--- config.mk ---
export PLATFORM = sky130hd
export DESIGN_NAME = mod_2gamma2_unit_flat
export DESIGN_NICKNAME = d
export VERILOG_FILES = /design/src/rtl/decompose_pkg.sv /design/src/rtl/dcmp_result_if.sv /design/src/rtl/mod_2gamma2_unit.sv /design/src/flat_wrapper.sv
export VERILOG_INCLUDE_DIRS = /design/src /design/src/include
export SDC_FILE = /design/constraint.sdc
export NUM_CORES = 1
export LEC_CHECK = 0
export ABC_AREA = 1
export BUFFER_PORTS_ARGS = -buffer_cell sky130_fd_sc_hd__buf_4
export CAP_MARGIN = 20
export CORE_MARGIN = 10
export CORE_UTILIZATION = 59
export DETAILED_ROUTE_END_ITERATION = 6
export PLACE_DENSITY = 0.81
export SYNTH_ARGS = -nofsm -noshare
export SYNTH_HDL_FRONTEND = slang
export SYNTH_SLANG_ARGS = --single-unit
--- constraint.sdc ---
create_clock -name clk -period 2.9 [get_ports clk]
set_clock_uncertainty 0.15 [all_clocks]
set_input_delay 0.58 -clock clk [delete_from_list [all_inputs] [get_ports clk]]
set_output_delay 0.58 -clock clk [all_outputs]
set_load 0.05 [all_outputs]
--- src/include/decompose_config.svh ---
`ifndef DECOMPOSE_CONFIG_SVH
`define DECOMPOSE_CONFIG_SVH

// ---------------------------------------------------------------------
// ML-DSA decompose constants
// ---------------------------------------------------------------------

// Field modulus
`define DCMP_Q          8380417

// gamma2 = (q-1)/32
`define DCMP_GAMMA2     261888

// Polynomials per block and coefficients per polynomial
`define DCMP_K          8
`define DCMP_N          256

// Coefficients packed into one memory word
`define DCMP_LANES      4

// Width of one coefficient
`define DCMP_COEFF_W    24

// Source memory holds 1024 words
`define DCMP_ADDR_W     10

`endif

--- src/rtl/decompose_pkg.sv ---
`include "decompose_config.svh"

package decompose_pkg;

    // -----------------------------------------------------------------
    // Data widths
    // -----------------------------------------------------------------
    typedef logic [`DCMP_COEFF_W-1:0] coeff_t;
    typedef logic signed [19:0] r0_t;
    // Raw high part before the q-1 fix, 0 to 16
    typedef logic [4:0] r1_raw_t;
    typedef logic [3:0] r1_t;
    typedef logic [`DCMP_ADDR_W-1:0] mem_addr_t;
    typedef logic [`DCMP_LANES*`DCMP_COEFF_W-1:0] src_word_t;
    // Each lane is {r1, r0 mod q}
    typedef logic [`DCMP_LANES*(4+`DCMP_COEFF_W)-1:0] result_word_t;

    // -----------------------------------------------------------------
    // Memory operations and FSM states
    // -----------------------------------------------------------------
    typedef enum logic [1:0] {RW_IDLE, RW_READ, RW_WRITE} mem_op_e;

    typedef enum logic {DCMP_RD_IDLE, DCMP_RD_MEM} dcmp_read_state_e;

    typedef enum logic {DCMP_WR_IDLE, DCMP_WR_MEM} dcmp_write_state_e;

endpackage

--- src/rtl/dcmp_result_if.sv ---
`timescale 1ns/1ps
`include "decompose_config.svh"

interface dcmp_result_if;

    // Low parts from the mod 2*gamma2 path
    logic r0_valid;
    decompose_pkg::r0_t r0 [`DCMP_LANES];

    // Raw high parts from the threshold ladder
    logic r1_valid;
    decompose_pkg::r1_raw_t r1 [`DCMP_LANES];

    modport r0_src (
        output r0_valid,
        output r0
    );

    // r0_valid is visible here so the two paths can be cross-checked
    modport r1_src (
        input  r0_valid,
        output r1_valid,
        output r1
    );

    modport sink (
        input r0_valid,
        input r0,
        input r1_valid,
        input r1
    );

endinterface

--- src/rtl/mod_2gamma2_unit.sv ---
`timescale 1ns/1ps
`include "decompose_config.svh"

module mod_2gamma2_unit (
    input  logic                     clk,
    input  logic                     reset_n,
    input  logic                     zeroize,
    input  decompose_pkg::mem_op_e   rd_op,
    input  decompose_pkg::src_word_t rd_data,
    dcmp_result_if.r0_src            result
);

    localparam decompose_pkg::r0_t GAMMA2     = decompose_pkg::r0_t'(`DCMP_GAMMA2);
    localparam decompose_pkg::r0_t TWO_GAMMA2 = decompose_pkg::r0_t'(2 * `DCMP_GAMMA2);

    // High in the cycle the memory presents read data
    logic rd_data_vld;

    decompose_pkg::coeff_t coeff   [`DCMP_LANES];
    decompose_pkg::coeff_t rem     [`DCMP_LANES];
    decompose_pkg::r0_t    rem_s   [`DCMP_LANES];
    decompose_pkg::r0_t    r0_next [`DCMP_LANES];

    // -----------------------------------------------------------------
    // Centered reduction, r0 in (-gamma2, gamma2]
    // -----------------------------------------------------------------
    always_comb begin
        for (int i = 0; i < `DCMP_LANES; i++) begin
            coeff[i] = rd_data[i*`DCMP_COEFF_W +: `DCMP_COEFF_W];
            rem[i]   = coeff[i] % decompose_pkg::coeff_t'(2 * `DCMP_GAMMA2);
            // Remainder is below 2^19 so it stays positive in r0_t
            rem_s[i] = decompose_pkg::r0_t'(rem[i]);
            if (rem_s[i] > GAMMA2) begin
                r0_next[i] = rem_s[i] - TWO_GAMMA2;
            end else begin
                r0_next[i] = rem_s[i];
            end
        end
    end

    always_ff @(posedge clk or negedge reset_n) begin
        if (!reset_n) begin
            rd_data_vld     <= 1'b0;
            result.r0_valid <= 1'b0;
        end else if (zeroize) begin
            rd_data_vld     <= 1'b0;
            result.r0_valid <= 1'b0;
        end else begin
            rd_data_vld     <= (rd_op == decompose_pkg::RW_READ);
            result.r0_valid <= rd_data_vld;
        end
    end

    always_ff @(posedge clk) begin
        if (rd_data_vld) begin
            for (int i = 0; i < `DCMP_LANES; i++) begin
                result.r0[i] <= r0_next[i];
            end
        end
    end

    for (genvar g = 0; g < `DCMP_LANES; g++) begin : g_range_chk
        r0_range_a: assert property (
            @(posedge clk) disable iff (!reset_n)
            result.r0_valid |-> (result.r0[g] > -GAMMA2) && (result.r0[g] <= GAMMA2)
        ) else $error("r0 lane %0d out of range", g);
    end

endmodule

--- src/flat_wrapper.sv ---
// flat-port wrapper written by rule: the top's interface ports become plain ports
module mod_2gamma2_unit_flat 
  (clk, reset_n, zeroize, rd_op, rd_data, result_r0_valid, result_r0);
  dcmp_result_if result_i ();
  input  logic clk;
  input  logic reset_n;
  input  logic zeroize;
  input  decompose_pkg::mem_op_e rd_op;
  input  decompose_pkg::src_word_t rd_data;
  output wire logic [$bits(result_i.r0_valid)-1:0] result_r0_valid;
  output wire logic [$bits(result_i.r0)-1:0] result_r0;
  assign result_r0_valid = result_i.r0_valid;
  assign result_r0 = {>>{result_i.r0}};
  mod_2gamma2_unit u_core (.clk(clk), .reset_n(reset_n), .zeroize(zeroize), .rd_op(rd_op), .rd_data(rd_data), .result(result_i));
endmodule
==> impl_metrics.py, run 1 <==
metrics = {
    "floorplanning": {
        "rows": 50,
        "fp.dieW_microns": 158.0,
        "start_util_pct": 60.11,
        "io_pins": 182,
        "die_h_microns": 158.0,
    },
    "placement": {
        "dp_hpwl_microns": 40140,
        "placed_area_sq_mm": 0.01745,
        "io_buffers": 181,
        "place_congestion": 0.9328,
        "dp_cells": 2784,
    },
    "yosys": {
        "netlist_area_sq_mm": 0.01124,
        "synth_cells": 1879,
        "synthesis.area_per_instance_sq_um": 5.984,
        "synth_nets": 1984,
        "synth_top_cells_by_area": "nand2_1 (23%), edfxtp_1 (21%), nand3_1 (9.7%)",
        "synth_top_area_share_pct": 23.27,
        "synth_cell_type_count": 51,
        "yosys_warnings": 0,
        "yosysTopAreaCell": "nand2_1",
        "yosys_register_bits": 82,
        "ys_seq_area_share_pct": 21.81,
    },
    "clock_tree": {
        "numCtsBuffers": 9,
        "clock_sinks": 82,
        "cts_root_buf": "clkbuf_16",
        "cts_resized": 654,
        "h-tree-depth": 3,
        "cts_hold_buf": 1,
        "postCtsSetupRepairBufs": 158,
        "clock_path_buffers": 2,
    },
    "status": {
        "outcome": "aborted with a tool error",
        "error_line": "[ERROR DPL-0038] Utilization greater than 100%, impossible to legalize",
        "lastStage": "clock tree synthesis (4_1_cts)",
    },
}
==> through the flow <==
stage | setup slack [ns] | hold slack [ns] | utilization [%]
after detailed placement | -3.273 | 0.2185 | 93.26
after floorplan | -2.390 | 0.1344 | -
after global placement | -2.668 | 0.2134 | 93.26
==> synth_stat cells, drive strengths merged <==
cell type	instances
nor4	2
mux2i	1
ha	4
o21ai	67
nor3b	1
or2	2
clkinv	6
a21boi	4
a22o	1
nand2	797
o211ai	13
xor2	34
nand4	45
nand3b	9
nor3	16
dfrtp	2
edfxtp	80
inv	242
a31o	1
or4	2
and2	3
nand3	253
xnor2	8
clkbuf	25
nor2	232
a21oi	15
buf	11
a41oi	3
==> cell families after synthesis <==
logic type	count (synthesis)	share of synthesized area (%)
multiplexers	1	0.08903
AND/OR/NAND/NOR	1362	58.48
AO/OA/AOI/OAI	104	5.742
XOR/XNOR	42	3.339
buffers and inverters	284	10.09
adder cells (fa/ha/maj)	4	0.4452
flip-flops	82	21.81
==> inputs of run 2 (changes only) <==
CORE_UTILIZATION = 40   (was 59)
PLACE_DENSITY = default   (was 0.81)
PLACE_DENSITY_LB_ADDON = 0.15   (was default)
==> impl_metrics.py, run 2 <==
metrics = {
    "floorplanning": {
        "die-area_sq_mm": 0.03521,
        "core_area_sq_mm": 0.02778,
        "start_util_pct": 40.47,
        "fp.dieW_microns": 187.7,
        "io_pins": 182,
        "die_h_microns": 187.7,
        "rows": 61,
    },
    "yosys": {
        "synth_top_cells_by_area": "nand2_1 (23%), edfxtp_1 (21%), nand3_1 (9.7%)",
        "ys.flop_type": "edfxtp_1",
        "synth_cells": 1879,
        "yosys_register_bits": 82,
        "synth_nets": 1984,
        "async_flop_share_pct": 2.439,
        "netlist_area_sq_mm": 0.01124,
        "ys_seq_area_share_pct": 21.81,
        "synthTopCellsByCount": "nand2_1 (697), nand3_1 (218), inv_1 (198)",
        "synthesis.area_per_instance_sq_um": 5.984,
        "yosys_warnings": 0,
        "synth_cell_type_count": 51,
        "synth_edf_count": 80,
        "synth_top_area_share_pct": 23.27,
        "yosysTopAreaCell": "nand2_1",
        "yosysMostFrequentCell": "nand2_1",
    },
    "power_and_ir_drop": {
        "pwr-share-clk_pct": 15.7,
        "intPower_uw": 4250,
        "ir_drop_uv": 268.8,
        "power_uw": 7592,
        "leakagePower_uw": 0.01111,
        "power_frac_comb_pct": 65.5,
        "power_density_mw_per_mm2": 341.1,
        "p_sw_share_pct": 44.03,
        "seqPwrFrac_pct": 18.8,
        "switching_power_uw": 3343,
    },
    "detailed_routing": {
        "wl_per_cell_microns": 15.02,
        "viasPerCell": 5.031,
        "first_iter_violations": 854,
        "vias": 15752,
        "first_pass_iters": 7,
        "antenna_left": 0,
        "drc": 0,
        "drt-total-wl_microns": 47040,
    },
    "critical_path": {
        "cp-startpoint": "rd_data[10]",
        "start_kind": "input port",
        "cp_slowest_cell": "nor2_4",
        "crit_fanout": 8,
        "path_class": "input port to flop",
        "r2r-start": "u_core.rd_data_vld",
        "cp_top_family": "simple AND/OR/NAND/NOR gates",
        "slowest_delay_ns": 0.19,
        "cp_data_arrival_time_ns": 5.52,
        "critPathRequiredTime_ns": 2.87,
        "endpoint_kind": "flop",
        "cp_num_buf_inv": 3,
        "path_common_cell": "nor2_4",
    },
    "finish": {
        "final_util_pct": 80.12,
        "layout.nets": 2853,
        "mostFrequentLayoutCell": "buf_4",
        "diodes": 0,
        "syn_to_final_growth_pct": 97.96,
        "drive_gt1_share_pct": 60.08,
        "largest_reg_flops": 80,
        "regMostFlops": "u_core.result.r0",
        "reg.largest.list": "u_core.result.r0 (80), u_core.rd_data_vld (1), u_core.result.r0_valid (1)",
        "fin_area_sq_mm": 0.02226,
        "final_cell_mix": "buf_4 (773), nand2_1 (493), nand2_2 (172)",
    },
    "clock_tree": {
        "numCtsBuffers": 9,
        "clock_latency_ns": 0.36,
        "clock_sinks": 82,
        "cts_root_buf": "clkbuf_16",
        "clk_pin_slew_worst_paths_ns": 0.07,
        "h-tree-depth": 3,
        "clock_path_buffers": 2,
        "cts_tree": "done",
    },
    "timing": {
        "slew_viol_final": 0,
        "relSlewSlack_pct": 34.69,
        "fin_crit_ns": 5.558,
        "worst_slew_pin_slew_ns": 0.9669,
        "rsz0062_at_grt": "true",
        "period_share_pct": 191.7,
        "setup_violations": 44,
        "finalHoldViolCount": 0,
        "setup_slack_ns": -2.658,
        "hold_ws_ns": 0.2142,
        "clock.fmax_mhz": 179.9,
    },
    "hold_path": {
        "min_from": "rd_op[1]",
        "hp-class": "input port to flop",
    },
    "global_route": {
        "grt_usage_pct": 22.95,
        "grt_antenna_before_repair": 0,
        "first_global_vias": 15269,
        "grt_max_degree": 48,
        "grt_pass1_wl_microns": 69930,
        "grt.overflow.total": 0,
    },
    "status": {
        "violations": "negative setup slack",
        "outcome": "complete, but fails checks",
    },
    "placement": {
        "dp_hpwl_microns": 30620,
        "io_buffers": 181,
        "placed_area_sq_mm": 0.01774,
        "place_congestion": 0.9005,
        "post-place-ws_ns": -2.995,
    },
    "flow_run": {
        "cap_violations": 0,
    },
}
## run 2: cell counts after synthesis
No cell type changed its count.
## run 2: kinds of logic after synthesis
group | after synthesis | share of synthesized area (%)
buf+inv | 284 | 10.09
compound gates | 104 | 5.742
flops | 82 | 21.81
xor+xnor | 42 | 3.339
mux | 1 | 0.08903
simple gates | 1362 | 58.48
fa+ha+maj | 4 | 0.4452
## run 2: final cells by class
type | instances | area (sq um)
fill | 1819 | 5524
sequential | 82 | 2456
multi-input combinational | 1529 | 10950
clock buffer | 9 | 225.2
inverter | 248 | 1020
tap | 378 | 473.0
timing repair buffer | 878 | 7058
clock inverter | 7 | 72.57
## run 2: path summary, 6_finish.rpt
| kind | endpoint | slack, ns | cells past startpoint |
|---|---|---|---|
| setup / recovery | u_core.result.r0[75] | -2.66 | 44 |
| hold / removal | u_core.rd_data_vld | 0.21 | 2 |
| setup reg to reg | u_core.result.r0[14] | 1.28 | 1 |
| hold reg to reg | u_core.result.r0_valid | 0.78 | 2 |
| max in group asynchronous | u_core.rd_data_vld | 2.11 | 2 |
| min in group asynchronous | u_core.rd_data_vld | 0.39 | 2 |
## run 2: through the flow
| stage | cells | TNS (ns) |
|---|---|---|
| 3_5_place_dp | 2941 | -120.13 |
| 5_1_grt | 3131 | -117.09 |
| 2_1_floorplan | 1879 | -90.73 |
| 3_3_place_gp | 2941 | -115.61 |
| 4_1_cts | 3084 | -91.68 |
| 6_report | 3131 | -104.75 |
## run 2: what timing repair did
item / 4_1_cts / 5_1_grt
endpoints found under the setup margin: 44 / 44
hold buffers: 1 / 0
gates resized for setup: 428 / 293
setup buffers: 111 / 50
cloned: 16 / 1
hold endpoints to repair: 2 / 0
pin swaps: 223 / 230
## run 2: layer usage
| layer | global-route usage (%) | share of wire (%) | vias up |
|---|---|---|---|
| met1 | 25.84 | 39 | 7353 |
| met2 | 43.40 | 53 | 491 |
| li1 | - | - | 7802 |
| met3 | 4.267 | 5.1 | 106 |
| met5 | 0 | 0 | - |
| met4 | 5.354 | 2.4 | 0 |
## run 2: power by group through the flow
stage / Combinational [uW] / Sequential (uW) / Clock (uW)
after CTS: 4400 / 1430 / 1210
after global routing: 5360 / 1430 / 1260
after floorplan: 1960 / 1620 / 0
after global placement: 3660 / 1450 / 0
after detailed placement: 3730 / 1450 / 0
final: 4970 / 1430 / 1190
Note: power is estimated with default switching activity, not from simulation.
==> inputs of run 3 (changes only) <==
clock period = 6.1 ns   (was 2.9 ns; I/O delays follow)
==> impl_metrics.py, run 3 (synthesized netlist as in run 2, its figures left out) <==
metrics = {
    "timing": {
        "fin_crit_ns": 6.093,
        "setup_slack_ns": 0.007476,
        "worst_slew_pin_slew_ns": 0.7414,
        "period_share_pct": 99.88,
        "rsz0062_at_grt": "true",
        "setup_violations": 0,
        "setup-tns-final_ns": 0,
        "relSlewSlack_pct": 49.92,
        "finalHoldViolCount": 0,
        "clock.fmax_mhz": 164.1,
        "slew_viol_final": 0,
    },
    "finish": {
        "reg.largest.list": "u_core.result.r0 (80), u_core.rd_data_vld (1), u_core.result.r0_valid (1)",
        "drive_gt1_share_pct": 51.98,
        "syn_to_final_growth_pct": 74.71,
        "regMostFlops": "u_core.result.r0",
        "final_cell_mix": "buf_4 (694), nand2_1 (574), inv_1 (179)",
        "mostFrequentLayoutCell": "buf_4",
        "instances_no_fill": 2985,
        "fillers": 2307,
        "layout.nets": 2707,
        "largest_reg_flops": 80,
        "diodes": 0,
    },
    "detailed_routing": {
        "drt-total-wl_microns": 39060,
        "viasPerCell": 4.860,
        "first_iter_violations": 598,
        "drc": 0,
        "antenna_left": 0,
        "vias": 14507,
        "first_pass_iters": 6,
        "wl_per_cell_microns": 13.08,
    },
    "critical_path": {
        "cp_slowest_cell": "nor2_2",
        "start_kind": "input port",
        "critPathRequiredTime_ns": 6.08,
        "cp_num_buf_inv": 4,
        "r2r_end": "u_core.result.r0[22]",
        "slowest_delay_ns": 0.23,
        "crit_fanout": 8,
        "r2r_cells": 1,
        "path_class": "input port to flop",
        "cp-startpoint": "rd_data[14]",
        "cp_data_arrival_time_ns": 6.07,
        "cp_top_family": "simple AND/OR/NAND/NOR gates",
        "endpoint_kind": "flop",
        "cp.depth": 43,
        "r2r_slack_ns": 4.57,
        "setup.worst_path.end": "u_core.result.r0[75]",
        "r2r-start": "u_core.rd_data_vld",
    },
    "clock_tree": {
        "h-tree-depth": 3,
        "cts_tree": "done",
        "numCtsBuffers": 9,
        "clock_path_buffers": 2,
        "cts_root_buf": "clkbuf_16",
        "clock_sinks": 82,
        "clk_pin_slew_worst_paths_ns": 0.07,
        "clock_latency_ns": 0.37,
    },
    "placement": {
        "post-place-ws_ns": -0.4962,
        "dp_cells": 2878,
        "place_congestion": 0.8797,
        "io_buffers": 181,
        "dp_hpwl_microns": 28490,
    },
    "flow_run": {
        "cap_violations": 0,
    },
    "floorplanning": {
        "io_pins": 182,
        "core_area_sq_mm": 0.02778,
        "start_util_pct": 40.47,
        "rows": 61,
        "fp.dieW_microns": 187.7,
        "die_h_microns": 187.7,
        "die-area_sq_mm": 0.03521,
    },
    "power_and_ir_drop": {
        "power_uw": 3268,
        "leakagePower_uw": 0.01006,
        "ir_drop_uv": 179.5,
        "power_density_mw_per_mm2": 166.4,
    },
    "global_route": {
        "grt_pass1_wl_microns": 56900,
        "grt.overflow.total": 0,
        "grt_max_degree": 82,
        "grt_usage_pct": 18.40,
        "first_global_vias": 12963,
        "grt_antenna_before_repair": 0,
    },
    "status": {
        "outcome": "complete, no violations",
    },
    "hold_path": {
        "hp-class": "input port to async pin",
    },
}
-- run 3: changes by cell type in the layout (fill, tap and decap cells not counted), moves of 22 or more --
| cell | delta |
|---|---|
| nand2_1 | +81 |
| nor2_4 | -22 |
| nand3_4 | -26 |
| buf_4 | -79 |
| nand2_4 | -54 |
| nand2_2 | -24 |
| nand3_1 | +41 |
| buf_6 | -56 |
-- run 3: what timing repair did --
action                                  CTS  global route
hold buffers                              0             0
resized for setup                         5           540
pin swaps                                 4           251
endpoints found under the setup margin    4            44
cloned                                    0            11
setup buffers                             0            80
-- run 3: worst min-delay path by stage --
stage             from                     end  slack [ns]  cells past startpoint
2_1_floorplan  reset_n      u_core.rd_data_vld        0.77                      0
3_3_place_gp   reset_n  u_core.result.r0_valid        0.85                      1
3_5_place_dp   reset_n  u_core.result.r0_valid        0.86                      1
4_1_cts        reset_n      u_core.rd_data_vld        0.45                      1
5_1_grt        reset_n      u_core.rd_data_vld        0.45                      1
6_report       reset_n      u_core.rd_data_vld        0.47                      1
-- run 3: routing by layer --
metal / wire length (microns) / vias to the layer above / global-route usage [%]
met5: 0 / - / 0
met4: 821 / 0 / 4.000
met3: 1775 / 71 / 3.803
met2: 20310 / 335 / 32.51
met1: 16150 / 6630 / 22.42
li1: - / 7471 / -
-- run 3: where the power goes --
group | internal (uW) | total (uW) | switching [uW]
Sequential | 666 | 679 | 12.4
Clock | 330 | 611 | 281
Combinational | 876 | 1980 | 1100
Total | 1870 | 3270 | 1400
-- run 3: per-stage QoR --
| stage | cell area, sq um | hold slack, ns | utilization, % |
|---|---|---|---|
| finish | 19640 | 0.4744 | 70.70 |
| detailed placement | 16450 | 0.8560 | 59.21 |
| CTS | 16780 | 0.4493 | 60.42 |
| global route | 19640 | 0.4540 | 70.70 |
| floorplan | 11240 | 0.7744 | - |
| global placement | 16450 | 0.8532 | 59.21 |
-- run 3: cell type report --
class | instances | area [sq um] | share of cell area [%]
inverters | 248 | 955.9 | 4.867
well taps | 378 | 473.0 | 2.408
clock buffers | 9 | 225.2 | 1.147
flip-flops and latches | 82 | 2456 | 12.50
multi-input cells | 1524 | 9687 | 49.32
clock inverters | 7 | 93.84 | 0.4777
repair buffers | 737 | 5752 | 29.28
==> inputs of run 4 (changes only) <==
ABC_AREA = default   (was 1)
SLEW_MARGIN = 10   (was default)
==> impl_metrics.py, run 4 <==
metrics = {
    "status": {
        "outcome": "complete, no violations",
    },
    "power_and_ir_drop": {
        "leakagePower_uw": 0.006112,
        "intPower_uw": 1443,
        "seqPwrFrac_pct": 28.3,
        "switching_power_uw": 911.0,
        "pwr-share-clk_pct": 24.0,
        "ir_drop_uv": 120.9,
        "power_frac_comb_pct": 47.8,
        "power_density_mw_per_mm2": 154.0,
        "p_sw_share_pct": 38.70,
    },
    "yosys": {
        "synth_edf_count": 80,
        "synth_cell_type_count": 123,
        "yosysMostFrequentCell": "nand2_1",
        "yosysTopAreaCell": "edfxtp_1",
        "synthesis.area_per_instance_sq_um": 8.042,
        "synth_nets": 1441,
        "synthTopCellsByCount": "nand2_1 (108), nor2_1 (88), a21oi_1 (81)",
        "netlist_area_sq_mm": 0.01074,
        "synth_cells": 1336,
        "async_flop_share_pct": 2.439,
        "yosys_warnings": 0,
        "synth_top_cells_by_area": "edfxtp_1 (22%), xnor2_1 (4.8%), a21oi_1 (3.8%)",
        "ys_seq_area_share_pct": 22.83,
        "yosys_register_bits": 82,
        "synth_top_area_share_pct": 22.36,
        "ys.flop_type": "edfxtp_1",
    },
    "placement": {
        "io_buffers": 181,
        "dp_hpwl_microns": 31310,
        "placed_area_sq_mm": 0.01469,
        "place_congestion": 0.9378,
    },
    "timing": {
        "clock.fmax_mhz": 168.5,
        "slew_viol_final": 0,
        "finalHoldViolCount": 0,
        "relSlewSlack_pct": 38.99,
        "worst_slew_pin_slew_ns": 0.9152,
        "fin_crit_ns": 5.934,
        "period_share_pct": 97.28,
        "setup_violations": 0,
    },
    "floorplanning": {
        "die-area_sq_mm": 0.03382,
        "die_h_microns": 183.9,
        "start_util_pct": 40.88,
        "fp.dieW_microns": 183.9,
        "core_area_sq_mm": 0.02628,
        "io_pins": 182,
        "rows": 59,
    },
    "clock_tree": {
        "clk_pin_slew_worst_paths_ns": 0.07,
        "h-tree-depth": 3,
        "cts_root_buf": "clkbuf_16",
        "clock_path_buffers": 2,
        "numCtsBuffers": 9,
        "cts_tree": "done",
        "cts_hold_buf": 0,
        "clock_sinks": 82,
        "clock_latency_ns": 0.36,
    },
    "critical_path": {
        "endpoint_kind": "flop",
        "cp_data_arrival_time_ns": 5.90,
        "path_class": "input port to flop",
        "cp-startpoint": "rd_data[37]",
        "critPathRequiredTime_ns": 6.07,
        "r2r_slack_ns": 4.24,
        "r2r-start": "u_core.rd_data_vld",
        "start_kind": "input port",
        "r2r_end": "u_core.result.r0[42]",
        "crit_fanout": 10,
        "r2r_cells": 1,
    },
    "global_route": {
        "grt_usage_pct": 21.59,
        "grt_max_degree": 70,
        "grt_pass1_wl_microns": 60980,
        "grt_antenna_before_repair": 2,
        "grt.overflow.total": 0,
        "first_global_vias": 11927,
    },
    "finish": {
        "final_cell_mix": "buf_4 (525), nand2_1 (108), nor2_1 (87)",
        "syn_to_final_growth_pct": 42.26,
        "reg.largest.list": "u_core.result.r0 (80), u_core.rd_data_vld (1), u_core.result.r0_valid (1)",
        "layout.nets": 1875,
        "largest_reg_flops": 80,
        "drive_gt1_share_pct": 38.59,
        "fin_area_sq_mm": 0.01528,
        "final_util_pct": 58.16,
        "mostFrequentLayoutCell": "buf_4",
        "regMostFlops": "u_core.result.r0",
    },
    "detailed_routing": {
        "first_iter_violations": 910,
        "drc": 0,
        "viasPerCell": 5.884,
        "vias": 12427,
        "antenna_left": 0,
        "wl_per_cell_microns": 18.15,
        "drt-total-wl_microns": 38320,
        "first_pass_iters": 5,
    },
    "hold_path": {
        "hp-class": "input port to async pin",
    },
    "flow_run": {
        "cap_violations": 0,
    },
}
[run 4: cell types whose count changed after synthesis, sizes merged, moves of 53 or more]
| cell | previous run | this run |
|---|---|---|
| a21oi | 15 | 84 |
| inv | 242 | 33 |
| nand2 | 797 | 110 |
| nand3 | 253 | 57 |
| nor2 | 232 | 90 |
| xnor2 | 8 | 61 |
[run 4: power by group through the flow]
stage          registers (uW)  logic [uW]  clock network [uW]
3_3_place_gp              678        1070                   0
5_1_grt                   667        1210                 599
2_1_floorplan             752         560                   0
6_report                  666        1120                 564
4_1_cts                   666        1090                 579
3_5_place_dp              679        1080                   0
[run 4: how the worst max path moves through the flow]
stage	end	cells past startpoint
after floorplan	u_core.result.r0[15]	19
after global placement	u_core.result.r0[17]	18
after detailed placement	u_core.result.r0[19]	18
after CTS	u_core.result.r0[17]	18
after global routing	u_core.result.r0[50]	21
final	u_core.result.r0[50]	21
[run 4: worst max-delay path: stages]
cell and delay, ns:
buf_4 0.13, buf_4 0.17, and4_1 0.22, a31oi_2 0.27, buf_4 0.18, nor2_1 0.05
a2111o_1 0.37, a32oi_2 0.26, a2111oi_2 0.12, or3b_4 0.39, buf_4 0.15, a211oi_4 0.35
o211ai_4 0.11, nor4bb_4 0.18, a2111oi_4 0.37, a211o_1 0.16, nor2b_1 0.12, nand4_1 0.14
o41ai_2 0.38, buf_4 0.22, mux2_1 0.32
[run 4: cells by family (layout without fill, tap and decap cells)]
logic type / after synthesis / in the layout / synth area share (%)
and+or+nand+nor: 562 / 562 / 29.49
AOI/OAI and AO/OA: 423 / 423 / 29.94
buffers and inverters: 136 / 575 / 5.625
xor gates and xnor gates: 88 / 88 / 7.523
DFF: 82 / 82 / 22.83
muxes: 31 / 31 / 3.202
adders and majority gates: 14 / 14 / 1.398
other: 0 / 2 / 0
[run 4: per-layer routing]
layer,global-route usage [%],wire [microns],share of wire (%)
met4,4.064,518,1.4
met5,0,0,0
met3,3.656,2032,5.3
met1,27.59,17320,45
met2,37.41,18450,48
[run 4: layout make-up]
cell class | count | area (sq um)
clock buffer | 9 | 225.2
clock inverter | 7 | 72.57
tap | 335 | 419.2
inverter | 33 | 123.9
timing repair buffer | 526 | 3961
fill | 2414 | 11000
antenna | 2 | 5.005
multi-input combinational | 1118 | 8021
sequential | 82 | 2456
[run 4: repair_timing]
item,CTS,global route
resized for setup,1,58
cloned,0,0
endpoints found under the setup margin,2,39
pin swaps,0,7
buffers inserted,0,4
[run 4: stage by stage]
step / total power, uW / instances / TNS, ns / worst slack [ns] / hold WS, ns
global placement: 1747 / 2090 / -3.779 / -0.2887 / 0.5304
finish: 2354 / 2112 / 0 / 0.1660 / 0.4702
global route: 2480 / 2110 / -0.4812 / -0.09453 / 0.4602
floorplan: 1313 / 1336 / -0.001180 / -0.001180 / 0.7744
CTS: 2334 / 2106 / 0 / 0.08014 / 0.4600
detailed placement: 1760 / 2090 / -5.219 / -0.4078 / 0.5304
